**src/verilog/i2c_pkg.sv**
```systemverilog
package i2c_pkg;

  // One byte on any of the master's data or address lanes
  typedef logic [7:0] i2c_byte_t;

  // REG_READ  = pointer write, then one byte read back
  // REG_WRITE = pointer write, then one data byte
  typedef enum logic [1:0] {
    REG_READ,
    REG_WRITE
  } txn_kind_t;

  // Master counts bytes from zero
  localparam i2c_byte_t NBYTES_ONE = 8'd0;

endpackage

```
**src/verilog/sensor_pkg.sv**
```systemverilog
package sensor_pkg;

  import i2c_pkg::*;

  // Sensor register map
  localparam i2c_byte_t REG_TEMP_INT  = 8'd0;
  localparam i2c_byte_t REG_TEMP_FRAC = 8'd15;
  localparam i2c_byte_t REG_CONFIG_WR = 8'd9;
  localparam i2c_byte_t REG_CONFIG_RD = 8'd9;  // Same as write pointer so readback matches

  localparam i2c_byte_t CONFIG_VALUE = 8'd4;

  // Controller phases
  typedef enum logic [2:0] {
    PH_RESET,
    PH_PROBE,
    PH_CONFIG_WRITE,
    PH_CONFIG_READ,
    PH_SAMPLE,
    PH_NO_RESPOND
  } sensor_phase_t;

endpackage

```
**src/verilog/sample_pusher.sv**
```systemverilog
module sample_pusher import i2c_pkg::*; (
  input  logic      i_clk,
  input  logic      i_rst,
  input  logic      i_force_rst,
  input  i2c_byte_t i_sample_byte,
  input  logic      i_sample_valid,
  input  logic      i_ready_in,
  input  logic      i_fifo_full,
  output logic      o_push_busy,
  output i2c_byte_t o_data_in,
  output logic      o_data_in_valid
);

  logic      r_held;
  i2c_byte_t r_byte;

  assign o_push_busy = r_held;
  assign o_data_in   = r_byte;

  always_ff @(posedge i_clk or posedge i_rst) begin
    if (i_rst) begin
      r_held          <= 1'b0;
      o_data_in_valid <= 1'b0;
    end else if (i_force_rst) begin
      r_held          <= 1'b0;
      o_data_in_valid <= 1'b0;
    end else begin
      o_data_in_valid <= 1'b0;
      if (!r_held) begin
        r_held <= i_sample_valid;
      end else if (i_fifo_full) begin
        r_held <= 1'b0;  // Drop the byte
      end else if (i_ready_in) begin
        r_held          <= 1'b0;
        o_data_in_valid <= 1'b1;
      end
    end
  end

  always_ff @(posedge i_clk) begin
    if (!r_held && i_sample_valid) begin
      r_byte <= i_sample_byte;
    end
  end

endmodule

```
**src/verilog/sensor_ctrl_top.sv**
```systemverilog
module sensor_ctrl_top import i2c_pkg::*; #(
  parameter i2c_byte_t   SLAVE_ADDR_READ  = 8'd157,
  parameter i2c_byte_t   SLAVE_ADDR_WRITE = 8'd156,
  parameter int unsigned ACK_LIMIT        = 25,
  parameter int unsigned CONFIG_LIMIT     = 25
) (
  input  logic      i_clk,
  input  logic      i_rst,
  input  logic      i_force_rst,

  output logic      o_start,
  input  logic      i_addr_ready,
  output i2c_byte_t o_addr_bits,
  output logic      o_addr_valid,
  input  logic      i_data_write_ready,
  output i2c_byte_t o_data_write_bits,
  output logic      o_data_write_valid,
  input  logic      i_nbytes_ready,
  output i2c_byte_t o_nbytes_bits,
  output logic      o_nbytes_valid,
  input  logic      i_data_read_valid,
  input  i2c_byte_t i_data_read_bits,
  input  logic      i_nak,

  input  logic      i_ready_in,
  input  logic      i_fifo_full,
  output i2c_byte_t o_data_in,
  output logic      o_data_in_valid,
  output logic      o_err
);

  logic      txn_start;
  txn_kind_t txn_kind;
  i2c_byte_t slave_addr;
  i2c_byte_t reg_ptr;
  i2c_byte_t reg_data;
  logic      txn_done;
  logic      txn_nak;
  i2c_byte_t read_byte;
  i2c_byte_t sample_byte;
  logic      sample_valid;
  logic      push_busy;

  sensor_mode_fsm #(
    .SLAVE_ADDR_READ  (SLAVE_ADDR_READ),
    .SLAVE_ADDR_WRITE (SLAVE_ADDR_WRITE),
    .ACK_LIMIT        (ACK_LIMIT),
    .CONFIG_LIMIT     (CONFIG_LIMIT)
  ) u_mode_fsm (
    .i_clk          (i_clk),
    .i_rst          (i_rst),
    .i_force_rst    (i_force_rst),
    .i_txn_done     (txn_done),
    .i_txn_nak      (txn_nak),
    .i_read_byte    (read_byte),
    .i_push_busy    (push_busy),
    .o_txn_start    (txn_start),
    .o_txn_kind     (txn_kind),
    .o_slave_addr   (slave_addr),
    .o_reg_ptr      (reg_ptr),
    .o_reg_data     (reg_data),
    .o_sample_byte  (sample_byte),
    .o_sample_valid (sample_valid),
    .o_err          (o_err)
  );

  txn_sequencer u_sequencer (
    .i_clk              (i_clk),
    .i_rst              (i_rst),
    .i_force_rst        (i_force_rst),
    .i_txn_start        (txn_start),
    .i_txn_kind         (txn_kind),
    .i_slave_addr       (slave_addr),
    .i_reg_ptr          (reg_ptr),
    .i_reg_data         (reg_data),
    .o_txn_done         (txn_done),
    .o_txn_nak          (txn_nak),
    .o_read_byte        (read_byte),
    .o_start            (o_start),
    .i_addr_ready       (i_addr_ready),
    .o_addr_bits        (o_addr_bits),
    .o_addr_valid       (o_addr_valid),
    .i_data_write_ready (i_data_write_ready),
    .o_data_write_bits  (o_data_write_bits),
    .o_data_write_valid (o_data_write_valid),
    .i_nbytes_ready     (i_nbytes_ready),
    .o_nbytes_bits      (o_nbytes_bits),
    .o_nbytes_valid     (o_nbytes_valid),
    .i_data_read_valid  (i_data_read_valid),
    .i_data_read_bits   (i_data_read_bits),
    .i_nak              (i_nak)
  );

  sample_pusher u_pusher (
    .i_clk           (i_clk),
    .i_rst           (i_rst),
    .i_force_rst     (i_force_rst),
    .i_sample_byte   (sample_byte),
    .i_sample_valid  (sample_valid),
    .i_ready_in      (i_ready_in),
    .i_fifo_full     (i_fifo_full),
    .o_push_busy     (push_busy),
    .o_data_in       (o_data_in),
    .o_data_in_valid (o_data_in_valid)
  );

endmodule

```
**src/verilog/sensor_mode_fsm.sv**
```systemverilog
module sensor_mode_fsm import i2c_pkg::*, sensor_pkg::*; #(
  parameter i2c_byte_t   SLAVE_ADDR_READ  = 8'd157,
  parameter i2c_byte_t   SLAVE_ADDR_WRITE = 8'd156,
  parameter int unsigned ACK_LIMIT        = 25,
  parameter int unsigned CONFIG_LIMIT     = 25
) (
  input  logic      i_clk,
  input  logic      i_rst,
  input  logic      i_force_rst,
  input  logic      i_txn_done,
  input  logic      i_txn_nak,
  input  i2c_byte_t i_read_byte,
  input  logic      i_push_busy,
  output logic      o_txn_start,
  output txn_kind_t o_txn_kind,
  output i2c_byte_t o_slave_addr,
  output i2c_byte_t o_reg_ptr,
  output i2c_byte_t o_reg_data,
  output i2c_byte_t o_sample_byte,
  output logic      o_sample_valid,
  output logic      o_err
);

  // Counter value at which the next failure trips the error
  localparam logic [7:0] NAK_LAST = 8'(ACK_LIMIT - 1);
  localparam logic [7:0] CFG_LAST = 8'(CONFIG_LIMIT - 1);

  sensor_phase_t r_phase;
  logic [7:0]    r_nak_cnt;
  logic [7:0]    r_cfg_cnt;
  logic          r_frac;     // Next sample read targets the fraction register
  logic          r_pending;  // Transaction wanted but not yet started

  // A fresh sample must reach the pusher before the next read goes out
  assign o_txn_start = r_pending & ~i_push_busy & ~o_sample_valid;
  assign o_err       = (r_phase == PH_NO_RESPOND);

  always_comb begin
    o_txn_kind   = REG_READ;
    o_slave_addr = SLAVE_ADDR_READ;
    o_reg_ptr    = REG_TEMP_INT;
    o_reg_data   = '0;
    case (r_phase)
      PH_CONFIG_WRITE: begin
        o_txn_kind   = REG_WRITE;
        o_slave_addr = SLAVE_ADDR_WRITE;
        o_reg_ptr    = REG_CONFIG_WR;
        o_reg_data   = CONFIG_VALUE;
      end
      PH_CONFIG_READ: o_reg_ptr = REG_CONFIG_RD;
      PH_SAMPLE:      o_reg_ptr = r_frac ? REG_TEMP_FRAC : REG_TEMP_INT;
      default: ;
    endcase
  end

  always_ff @(posedge i_clk or posedge i_rst) begin
    if (i_rst) begin
      r_phase        <= PH_RESET;
      r_nak_cnt      <= '0;
      r_cfg_cnt      <= '0;
      r_frac         <= 1'b0;
      r_pending      <= 1'b0;
      o_sample_valid <= 1'b0;
    end else if (i_force_rst) begin
      r_phase        <= PH_RESET;
      r_nak_cnt      <= '0;
      r_cfg_cnt      <= '0;
      r_frac         <= 1'b0;
      r_pending      <= 1'b0;
      o_sample_valid <= 1'b0;
    end else begin
      o_sample_valid <= 1'b0;
      if (o_txn_start) begin
        r_pending <= 1'b0;
      end

      if (r_phase == PH_RESET) begin
        r_phase   <= PH_PROBE;
        r_pending <= 1'b1;
      end else if (i_txn_done && i_txn_nak) begin
        if (r_nak_cnt == NAK_LAST) begin
          r_phase <= PH_NO_RESPOND;
        end else begin
          r_nak_cnt <= r_nak_cnt + 8'd1;
          r_pending <= 1'b1;  // Same transaction again
        end
      end else if (i_txn_done) begin
        r_nak_cnt <= '0;
        r_pending <= 1'b1;
        case (r_phase)
          PH_PROBE:        r_phase <= PH_CONFIG_WRITE;
          PH_CONFIG_WRITE: r_phase <= PH_CONFIG_READ;
          PH_CONFIG_READ: begin
            if (i_read_byte == CONFIG_VALUE) begin
              r_phase   <= PH_SAMPLE;
              r_cfg_cnt <= '0;
            end else if (r_cfg_cnt == CFG_LAST) begin
              r_phase   <= PH_NO_RESPOND;
              r_pending <= 1'b0;
            end else begin
              r_cfg_cnt <= r_cfg_cnt + 8'd1;
              r_phase   <= PH_CONFIG_WRITE;
            end
          end
          PH_SAMPLE: begin
            o_sample_valid <= 1'b1;
            r_frac         <= ~r_frac;  // Only flips on an acked read
          end
          default: r_pending <= 1'b0;
        endcase
      end
    end
  end

  always_ff @(posedge i_clk) begin
    if (i_txn_done) begin
      o_sample_byte <= i_read_byte;
    end
  end

endmodule

```
**src/verilog/txn_sequencer.sv**
```systemverilog
module txn_sequencer import i2c_pkg::*; (
  input  logic      i_clk,
  input  logic      i_rst,
  input  logic      i_force_rst,

  input  logic      i_txn_start,
  input  txn_kind_t i_txn_kind,
  input  i2c_byte_t i_slave_addr,
  input  i2c_byte_t i_reg_ptr,
  input  i2c_byte_t i_reg_data,
  output logic      o_txn_done,
  output logic      o_txn_nak,
  output i2c_byte_t o_read_byte,

  output logic      o_start,
  input  logic      i_addr_ready,
  output i2c_byte_t o_addr_bits,
  output logic      o_addr_valid,
  input  logic      i_data_write_ready,
  output i2c_byte_t o_data_write_bits,
  output logic      o_data_write_valid,
  input  logic      i_nbytes_ready,
  output i2c_byte_t o_nbytes_bits,
  output logic      o_nbytes_valid,
  input  logic      i_data_read_valid,
  input  i2c_byte_t i_data_read_bits,
  input  logic      i_nak
);

  typedef enum logic [2:0] {
    S_IDLE,
    S_WAIT_ADDR,
    S_LOAD_ADDR,
    S_LOAD_REG,
    S_CHANGE_VALID,
    S_LOAD_DATA,
    S_LOAD_NBYTES,
    S_ANALYSE_DATA
  } step_t;

  step_t r_step;
  logic  r_prev_nak;
  logic  r_prev_wr_ready;
  logic  nak_rise;
  logic  wr_rise;

  assign nak_rise = i_nak & ~r_prev_nak;
  assign wr_rise  = i_data_write_ready & ~r_prev_wr_ready;

  // Request fields are held by the phase machine until txn_done
  assign o_addr_bits       = i_slave_addr;
  assign o_nbytes_bits     = NBYTES_ONE;
  assign o_data_write_bits = (r_step == S_LOAD_DATA) ? i_reg_data : i_reg_ptr;

  always_ff @(posedge i_clk or posedge i_rst) begin
    if (i_rst) begin
      r_step             <= S_IDLE;
      r_prev_nak         <= 1'b0;
      r_prev_wr_ready    <= 1'b0;
      o_start            <= 1'b0;
      o_addr_valid       <= 1'b0;
      o_data_write_valid <= 1'b0;
      o_nbytes_valid     <= 1'b0;
      o_txn_done         <= 1'b0;
      o_txn_nak          <= 1'b0;
    end else if (i_force_rst) begin
      r_step             <= S_IDLE;
      r_prev_nak         <= 1'b0;
      r_prev_wr_ready    <= 1'b0;
      o_start            <= 1'b0;
      o_addr_valid       <= 1'b0;
      o_data_write_valid <= 1'b0;
      o_nbytes_valid     <= 1'b0;
      o_txn_done         <= 1'b0;
      o_txn_nak          <= 1'b0;
    end else begin
      r_prev_nak      <= i_nak;
      r_prev_wr_ready <= i_data_write_ready;
      o_txn_done      <= 1'b0;
      o_txn_nak       <= 1'b0;

      if (nak_rise && r_step != S_IDLE) begin
        // Abort from any step
        r_step             <= S_IDLE;
        o_start            <= 1'b0;
        o_addr_valid       <= 1'b0;
        o_data_write_valid <= 1'b0;
        o_nbytes_valid     <= 1'b0;
        o_txn_done         <= 1'b1;
        o_txn_nak          <= 1'b1;
      end else begin
        case (r_step)
          S_IDLE, S_WAIT_ADDR: begin
            if (i_txn_start || r_step == S_WAIT_ADDR) begin
              if (i_addr_ready) begin
                o_start      <= 1'b1;
                o_addr_valid <= 1'b1;
                r_step       <= S_LOAD_ADDR;
              end else begin
                r_step <= S_WAIT_ADDR;
              end
            end
          end
          S_LOAD_ADDR: begin
            o_start <= 1'b0;  // Single-cycle start
            if (wr_rise) begin
              o_data_write_valid <= 1'b1;  // Pointer byte
              r_step             <= S_LOAD_REG;
            end
          end
          S_LOAD_REG: begin
            o_data_write_valid <= 1'b0;
            o_addr_valid       <= 1'b0;
            r_step             <= S_CHANGE_VALID;
          end
          S_CHANGE_VALID: begin
            if (i_txn_kind == REG_WRITE) begin
              if (wr_rise) begin
                o_data_write_valid <= 1'b1;  // Data byte
                r_step             <= S_LOAD_DATA;
              end
            end else if (i_nbytes_ready) begin
              o_nbytes_valid <= 1'b1;
              r_step         <= S_LOAD_NBYTES;
            end
          end
          S_LOAD_DATA: begin
            o_data_write_valid <= 1'b0;
            r_step             <= S_ANALYSE_DATA;
          end
          S_LOAD_NBYTES: begin
            if (i_data_read_valid) begin
              o_nbytes_valid <= 1'b0;
              r_step         <= S_ANALYSE_DATA;
            end
          end
          S_ANALYSE_DATA: begin
            // Master idle again means the stop went out acked
            if (i_addr_ready) begin
              o_txn_done <= 1'b1;
              r_step     <= S_IDLE;
            end
          end
        endcase
      end
    end
  end

  always_ff @(posedge i_clk) begin
    if (r_step == S_LOAD_NBYTES && i_data_read_valid) begin
      o_read_byte <= i_data_read_bits;
    end
  end

endmodule
```
**config.mk**
```make
export PLATFORM = sky130hd
export DESIGN_NAME = sensor_ctrl_top
export DESIGN_NICKNAME = d
export VERILOG_FILES = /design/src/verilog/i2c_pkg.sv /design/src/verilog/sensor_pkg.sv /design/src/verilog/sample_pusher.sv /design/src/verilog/sensor_ctrl_top.sv /design/src/verilog/sensor_mode_fsm.sv /design/src/verilog/txn_sequencer.sv
export SDC_FILE = /design/constraint.sdc
export NUM_CORES = 1
export LEC_CHECK = 0
export ABC_CLOCK_PERIOD_IN_PS = 2800
export BUFFER_PORTS_ARGS = -buffer_cell sky130_fd_sc_hd__buf_2
export CAP_MARGIN = 20
export CORE_MARGIN = 10
export CORE_UTILIZATION = 55
export DETAILED_ROUTE_END_ITERATION = 12
export PLACE_DENSITY = 0.87
export SYNTH_ARGS = -nofsm -noshare
export SYNTH_HDL_FRONTEND = slang
export SYNTH_SLANG_ARGS = --single-unit
```
**constraint.sdc**
```tcl
create_clock -name i_clk -period 2.8 [get_ports i_clk]
set_input_delay 0.56 -clock i_clk [delete_from_list [all_inputs] [get_ports i_clk]]
set_output_delay 0.56 -clock i_clk [all_outputs]
set_load 0.005 [all_outputs]
```
# [Yosys cells after proc, flatten, opt, wreduce, memory -nomap -nowiden]
# Cells that the tools add are included.
[word_totals] register_bits=59 input_bits=18 out_inout_bits=38 word_cells=185
[op_classes] addsub=2 eq_ne=31 n_mux=91 n_bitwise=9 reduce_logical=32
[op_table] operator="2-to-1 mux 8 bit" count=13
[op_table] operator="2-to-1 mux 1 bit" count=51
[op_table] operator="2-to-1 mux 3 bit" count=17
[op_table] operator="!= test 4 x 3 -> 1 bit (second input constant)" count=6
[op_table] operator="case mux 3 bit (7 select lines)" count=1
[op_table] operator="== test 3 bit (second input constant)" count=6
[op_table] operator="adder 8 x 1 -> 8 bit (second input constant)" count=2
[op_table] operator="== test 8 x 5 -> 1 bit (second input constant)" count=2
[op_table] operator="case mux 8 bit (2 select lines)" count=1
[op_table] operator="nonzero test 4 bit" count=4
[op_table] operator="== test 3 x 2 -> 1 bit (second input constant)" count=4
[op_table] operator="!= test 4 x 2 -> 1 bit (second input constant)" count=3
[op_table] operator="AND reduction 3 bit" count=4
[op_table] operator="!= test 5 x 3 -> 1 bit (second input constant)" count=2
[op_table] operator="case mux 3 bit (3 select lines)" count=1
[op_table] operator="== test 8 x 3 -> 1 bit (second input constant)" count=1
[op_table] operator="case mux 1 bit (2 select lines)" count=4
[op_table] operator="AND reduction 4 bit" count=2
[op_table] operator="== test 3 x 1 -> 1 bit (second input constant)" count=2
[op_table] operator="logical NOT 3 bit" count=2
[op_table] operator="AND reduction 6 bit" count=1
[op_table] operator="nonzero test 2 bit" count=3
[op_table] operator="nonzero test 3 bit" count=2
[op_table] operator="nonzero test 6 bit" count=1
[op_table] operator="other kinds (17)" count=30

# [Depth between registers and ports, before layout]
[depth] ltp_word=8 depth_mapped=8

# [Modules after synthesis]
# A second synthesis with hierarchy kept.
[hier_totals] hier_cells=313 hier_area_um2=3311.9
[modules_own_cells] module="sensor_mode_fsm" n_inst=1 cells_per_inst=184 area_per_inst_um2=1815.5
[modules_own_cells] module="txn_sequencer" n_inst=1 cells_per_inst=114 area_per_inst_um2=1161.1
[modules_own_cells] module="sample_pusher" n_inst=1 cells_per_inst=15 area_per_inst_um2=335.3

# [Worst setup path before layout]
# No wires, ideal clock.
[synth_path] path_kind="register to output" from="reg u_mode_fsm.r_phase[0]" to="out o_data_write_bits[3]" arrival_time_ns=1.170 required_time_ns=2.240 slack_ns=1.070 stages_incl_launch_ff=6 path_buffers=2 path_cell_list="dfrtp_1 > buf_2 > nor3b_1 > a21oi_1 > a21oi_1 > buf_4"
[synth_between] elab_chain_cells=4 elab_cells_between_ends=6 classes_between="eq/ne: 3; mux: 2; reduce/logical: 1"
[synth_lines] item="from (decl)" line_no="sensor_mode_fsm.sv:28" source="sensor_phase_t r_phase;"
[synth_lines] item="from (signal assigned)" line_no="sensor_mode_fsm.sv:58" source="r_phase <= PH_RESET;"
[synth_lines] item="from (signal assigned)" line_no="sensor_mode_fsm.sv:65" source="r_phase <= PH_RESET;"
[synth_lines] item="from (signal assigned)" line_no="sensor_mode_fsm.sv:78" source="r_phase <= PH_PROBE;"
[synth_lines] item="== test 3 x 2 -> 1 bit" line_no="sensor_mode_fsm.sv:43" source="case (r_phase)"
[synth_lines] item="OR reduction 2 bit (no line)"
[synth_lines] item="case mux 8 bit (2 select lines) *" line_no="sensor_mode_fsm.sv:43"
[synth_lines] item="2-to-1 mux 8 bit *" line_no="txn_sequencer.sv:53" source="assign o_data_write_bits = (r_step == S_LOAD_DATA) ? i_reg_data : i_reg_ptr;"
[synth_lines] item="to (decl)" line_no="sensor_ctrl_top.sv:16" source="output i2c_byte_t o_data_write_bits,"
# Mark *: on every way between the ends. The rest lies on a longest branch, timed or not.

# [Final worst setup path]
[layout_path] from="reg u_sequencer.r_step[1]" to="out o_data_write_bits[2]"
[layout_between] elab_chain_cells=2
[layout_lines] item="from (decl)" line_no="txn_sequencer.sv:41" source="step_t r_step;"
[layout_lines] item="from (signal assigned)" line_no="txn_sequencer.sv:57" source="r_step <= S_IDLE;"
[layout_lines] item="from (signal assigned)" line_no="txn_sequencer.sv:67" source="r_step <= S_IDLE;"
[layout_lines] item="from (signal assigned)" line_no="txn_sequencer.sv:84" source="r_step <= S_IDLE;"
[layout_lines] item="== test 3 bit" line_no="txn_sequencer.sv:53"
[layout_lines] item="2-to-1 mux 8 bit" line_no="txn_sequencer.sv:53"
# No other way between the ends.

==> impl_metrics.json <==
{
  "outcome": "finished clean",
  "fp.coreArea_um2": 5205,
  "crit_start": "u_sequencer.r_step[1]",
  "wl_per_cell_um": 15.82,
  "netlist_area_um2": 3025,
  "setup_tns_ns": 0,
  "antenna_cells": 0,
  "critPathKind": "reg2out",
  "vias": 2230,
  "clk_pin_slew_ns": 0.07,
  "required_ns": 2.24,
  "first_pass_iters": 4,
  "dieArea_um2": 8867,
  "dp_cells": 385,
  "ys.flop_type": "dfrtp_1",
  "ys_types": 54,
  "dpl_cell_area_um2": 3176,
  "io_buffers": 36,
  "fin_crit_ns": 2.292,
  "globalplace.congestion": 0.8630,
  "clock_sinks": 59,
  "cts_buffers": 9,
  "slew_violations": 0,
  "yosys_warnings": 0,
  "rsz0062_at_grt": "false",
  "start_util_pct": 58.13,
  "end_kind": "output port",
  "cts_root_buf": "clkbuf_8",
  "die_w_um": 94.17,
  "cts_setup_buffers": 0,
  "drc": 0,
  "r2r_start": "u_sequencer.o_txn_done",
  "clock_path_buffers": 2,
  "synthCells": 290,
  "ctsHoldBuffers": 0,
  "maxCapViolations": 0,
  "worst_clock_skew_ns": 0.006848,
  "p_per_area_nw_per_um2": 656.7,
  "area_growth_pct": 11.08,
  "final_cells": 401,
  "clock_latency_ns": 0.34,
  "totalPowerFinal_mw": 2.207,
  "postLayoutCellArea_um2": 3361,
  "grt_max_degree": 22,
  "synth_edf_count": 24,
  "track_usage_pct": 15.06,
  "placementRows": 26,
  "die_h_um": 94.17,
  "cts_max_level": 3,
  "drive_gt1_share_pct": 19.03,
  "cp_data_arrival_time_ns": 1.73,
  "slew_headroom_pct": 43.22,
  "cts_tree": "built",
  "cp_max_fo": 14,
  "viasPerCell": 5.561,
  "num_io_pins": 56,
  "setup_viol": 0,
  "grt_first_pass_wirelength_um": 10600,
  "hold_viol": 0,
  "final_nets": 348,
  "seq_area_frac_synth_pct": 52.77,
  "cts_resized": 0,
  "startpoint_type": "flop",
  "async_flop_share_pct": 59.32,
  "grt_pass1_vias": 2187,
  "antenna_found_initial": 0,
  "hold_path.class": "in2async",
  "leakagePower_nw": 1.439,
  "setup_ws_ns": 0.5084,
  "synth-seq-cells": 59,
  "routed_wl_um": 6345,
  "tightestPinTransition_ns": 0.8507,
  "dp_hpwl_um": 4649,
  "syn_avg_cell_area_um2": 10.43,
  "drtAntennaViolNets": 0,
  "dp_slack_ns": 0.8168,
  "drt_iter0_markers": 150,
  "max_freq_mhz": 436.4,
  "grt-ovfl-total": 0,
  "ir_drop_mv": 0.4423,
  "fin_crit_sh_pct": 81.84
}
## metal layers
layer  routed length (um)  part of all wire (%)  track usage (%)  vias up
met5                    0                     0                0        -
met4                   74                   1.2            4.557        0
met3                  545                   8.6            6.555        8
met2                 3070                    48            24.14       77
met1                 2653                    42            17.77     1066
li1                     -                     -                -     1079
## flip-flops by register name (all words and copies together) (netlist names)
register / cells
u_mode_fsm.o_sample_byte: 8
u_mode_fsm.o_sample_valid: 1
u_mode_fsm.r_cfg_cnt: 8
u_mode_fsm.r_frac: 1
u_mode_fsm.r_nak_cnt: 8
u_mode_fsm.r_pending: 1
u_mode_fsm.r_phase: 3
u_pusher.o_data_in: 8
u_pusher.o_data_in_valid: 1
u_pusher.o_push_busy: 1
u_sequencer.o_addr_valid: 1
u_sequencer.o_data_write_valid: 1
u_sequencer.o_nbytes_valid: 1
u_sequencer.o_read_byte: 8
u_sequencer.o_start: 1
u_sequencer.o_txn_done: 1
u_sequencer.o_txn_nak: 1
u_sequencer.r_prev_nak: 1
u_sequencer.r_prev_wr_ready: 1
u_sequencer.r_step: 3
## through the flow
step / hold WS (ns) / util (%)
after floorplan: 0.4003 / -
after global placement: 0.4058 / 61.01
after detailed placement: 0.4045 / 61.01
after CTS: 0.3776 / 64.57
after global routing: 0.3736 / 64.57
final: 0.3887 / 64.57
## final timing paths
check / slack [ns] / endpoint / cells after the start
setup / recovery: 0.51 / o_data_write_bits[2] / 5
hold / removal: 0.39 / u_mode_fsm.r_nak_cnt[2] / 2
setup reg to reg: 0.72 / u_mode_fsm.r_cfg_cnt[7] / 4
hold reg to reg: 0.42 / u_pusher.o_data_in[3] / 0
max in group asynchronous: 1.77 / u_mode_fsm.o_sample_valid / 3
min in group i_clk: 0.40 / u_pusher.o_data_in_valid / 2
## layout make-up
cell class,instances,area [um^2]
clock buffer,11,131.4
clock inverter,5,53.80
fill,417,1844
inverter,12,45.04
multi-input combinational,204,1236
sequential,59,1597
tap,70,87.58
timing repair buffer,40,210.2
## critical path: stages (launching register included)
cell	delay, ns
dfrtp_1	0.58
and2b_1	0.29
nand2_1	0.09
nand4b_1	0.12
a21oi_1	0.18
buf_2	0.14
## kinds of logic (layout without fill, tap and decap cells)
group,Yosys count,after routing,synth area share [%]
and+or+nand+nor,111,111,20.47
AOI/OAI and AO/OA,62,62,13.98
DFF,59,59,52.77
buffers and inverters,44,68,8.478
xor gates and xnor gates,6,6,1.737
adders and majority gates,4,4,1.654
other,2,19,0.2482
muxes,2,2,0.6617
## Yosys cell counts (5+ instances only)
cell type / count / share of area, %
dfrtp_1: 35 / 29
and3_1: 5 / 1.0
o21ai_0: 10 / 1.7
nor3_1: 6 / 0.99
nand2_1: 24 / 3.0
clkbuf_1: 6 / 0.74
inv_1: 11 / 1.4
a21oi_1: 17 / 2.8
nand3_1: 10 / 1.7
nand2b_1: 7 / 1.4
nor3b_1: 5 / 1.2
nor2b_1: 6 / 1.2
edfxtp_1: 24 / 24
buf_4: 21 / 5.2
nor2_1: 24 / 3.0
xor2_1: 6 / 1.7
o31ai_1: 7 / 1.7
## placed cells by master (no fill, tap or decap), types with 3 or more instances in the layout
| cell type | instances |
|---|---|
| a32o_1 | 3 |
| ha_1 | 4 |
| xor2_1 | 6 |
| conb_1 | 19 |
| buf_2 | 36 |
| nand3_1 | 10 |
| inv_1 | 11 |
| a21oi_1 | 17 |
| buf_4 | 4 |
| nand2_1 | 24 |
| and2b_1 | 3 |
| o211ai_1 | 4 |
| nand2b_1 | 7 |
| edfxtp_1 | 24 |
| a31oi_1 | 3 |
| nor3b_1 | 5 |
| nor2b_1 | 6 |
| nor3_1 | 6 |
| dfrtp_1 | 35 |
| o21ai_0 | 10 |
| clkinv_2 | 3 |
| o32ai_1 | 3 |
| nor2_1 | 24 |
| clkbuf_8 | 9 |
| nand4b_1 | 4 |
| o31ai_1 | 7 |
| and3_1 | 5 |
## where the power goes
group          leakage [nW]  switching (mW)  internal (mW)
combinational         0.647           0.227          0.171
sequential            0.695           0.123          0.966
clock                0.0971           0.312          0.408
Note: power is estimated with default switching activity, not from simulation.
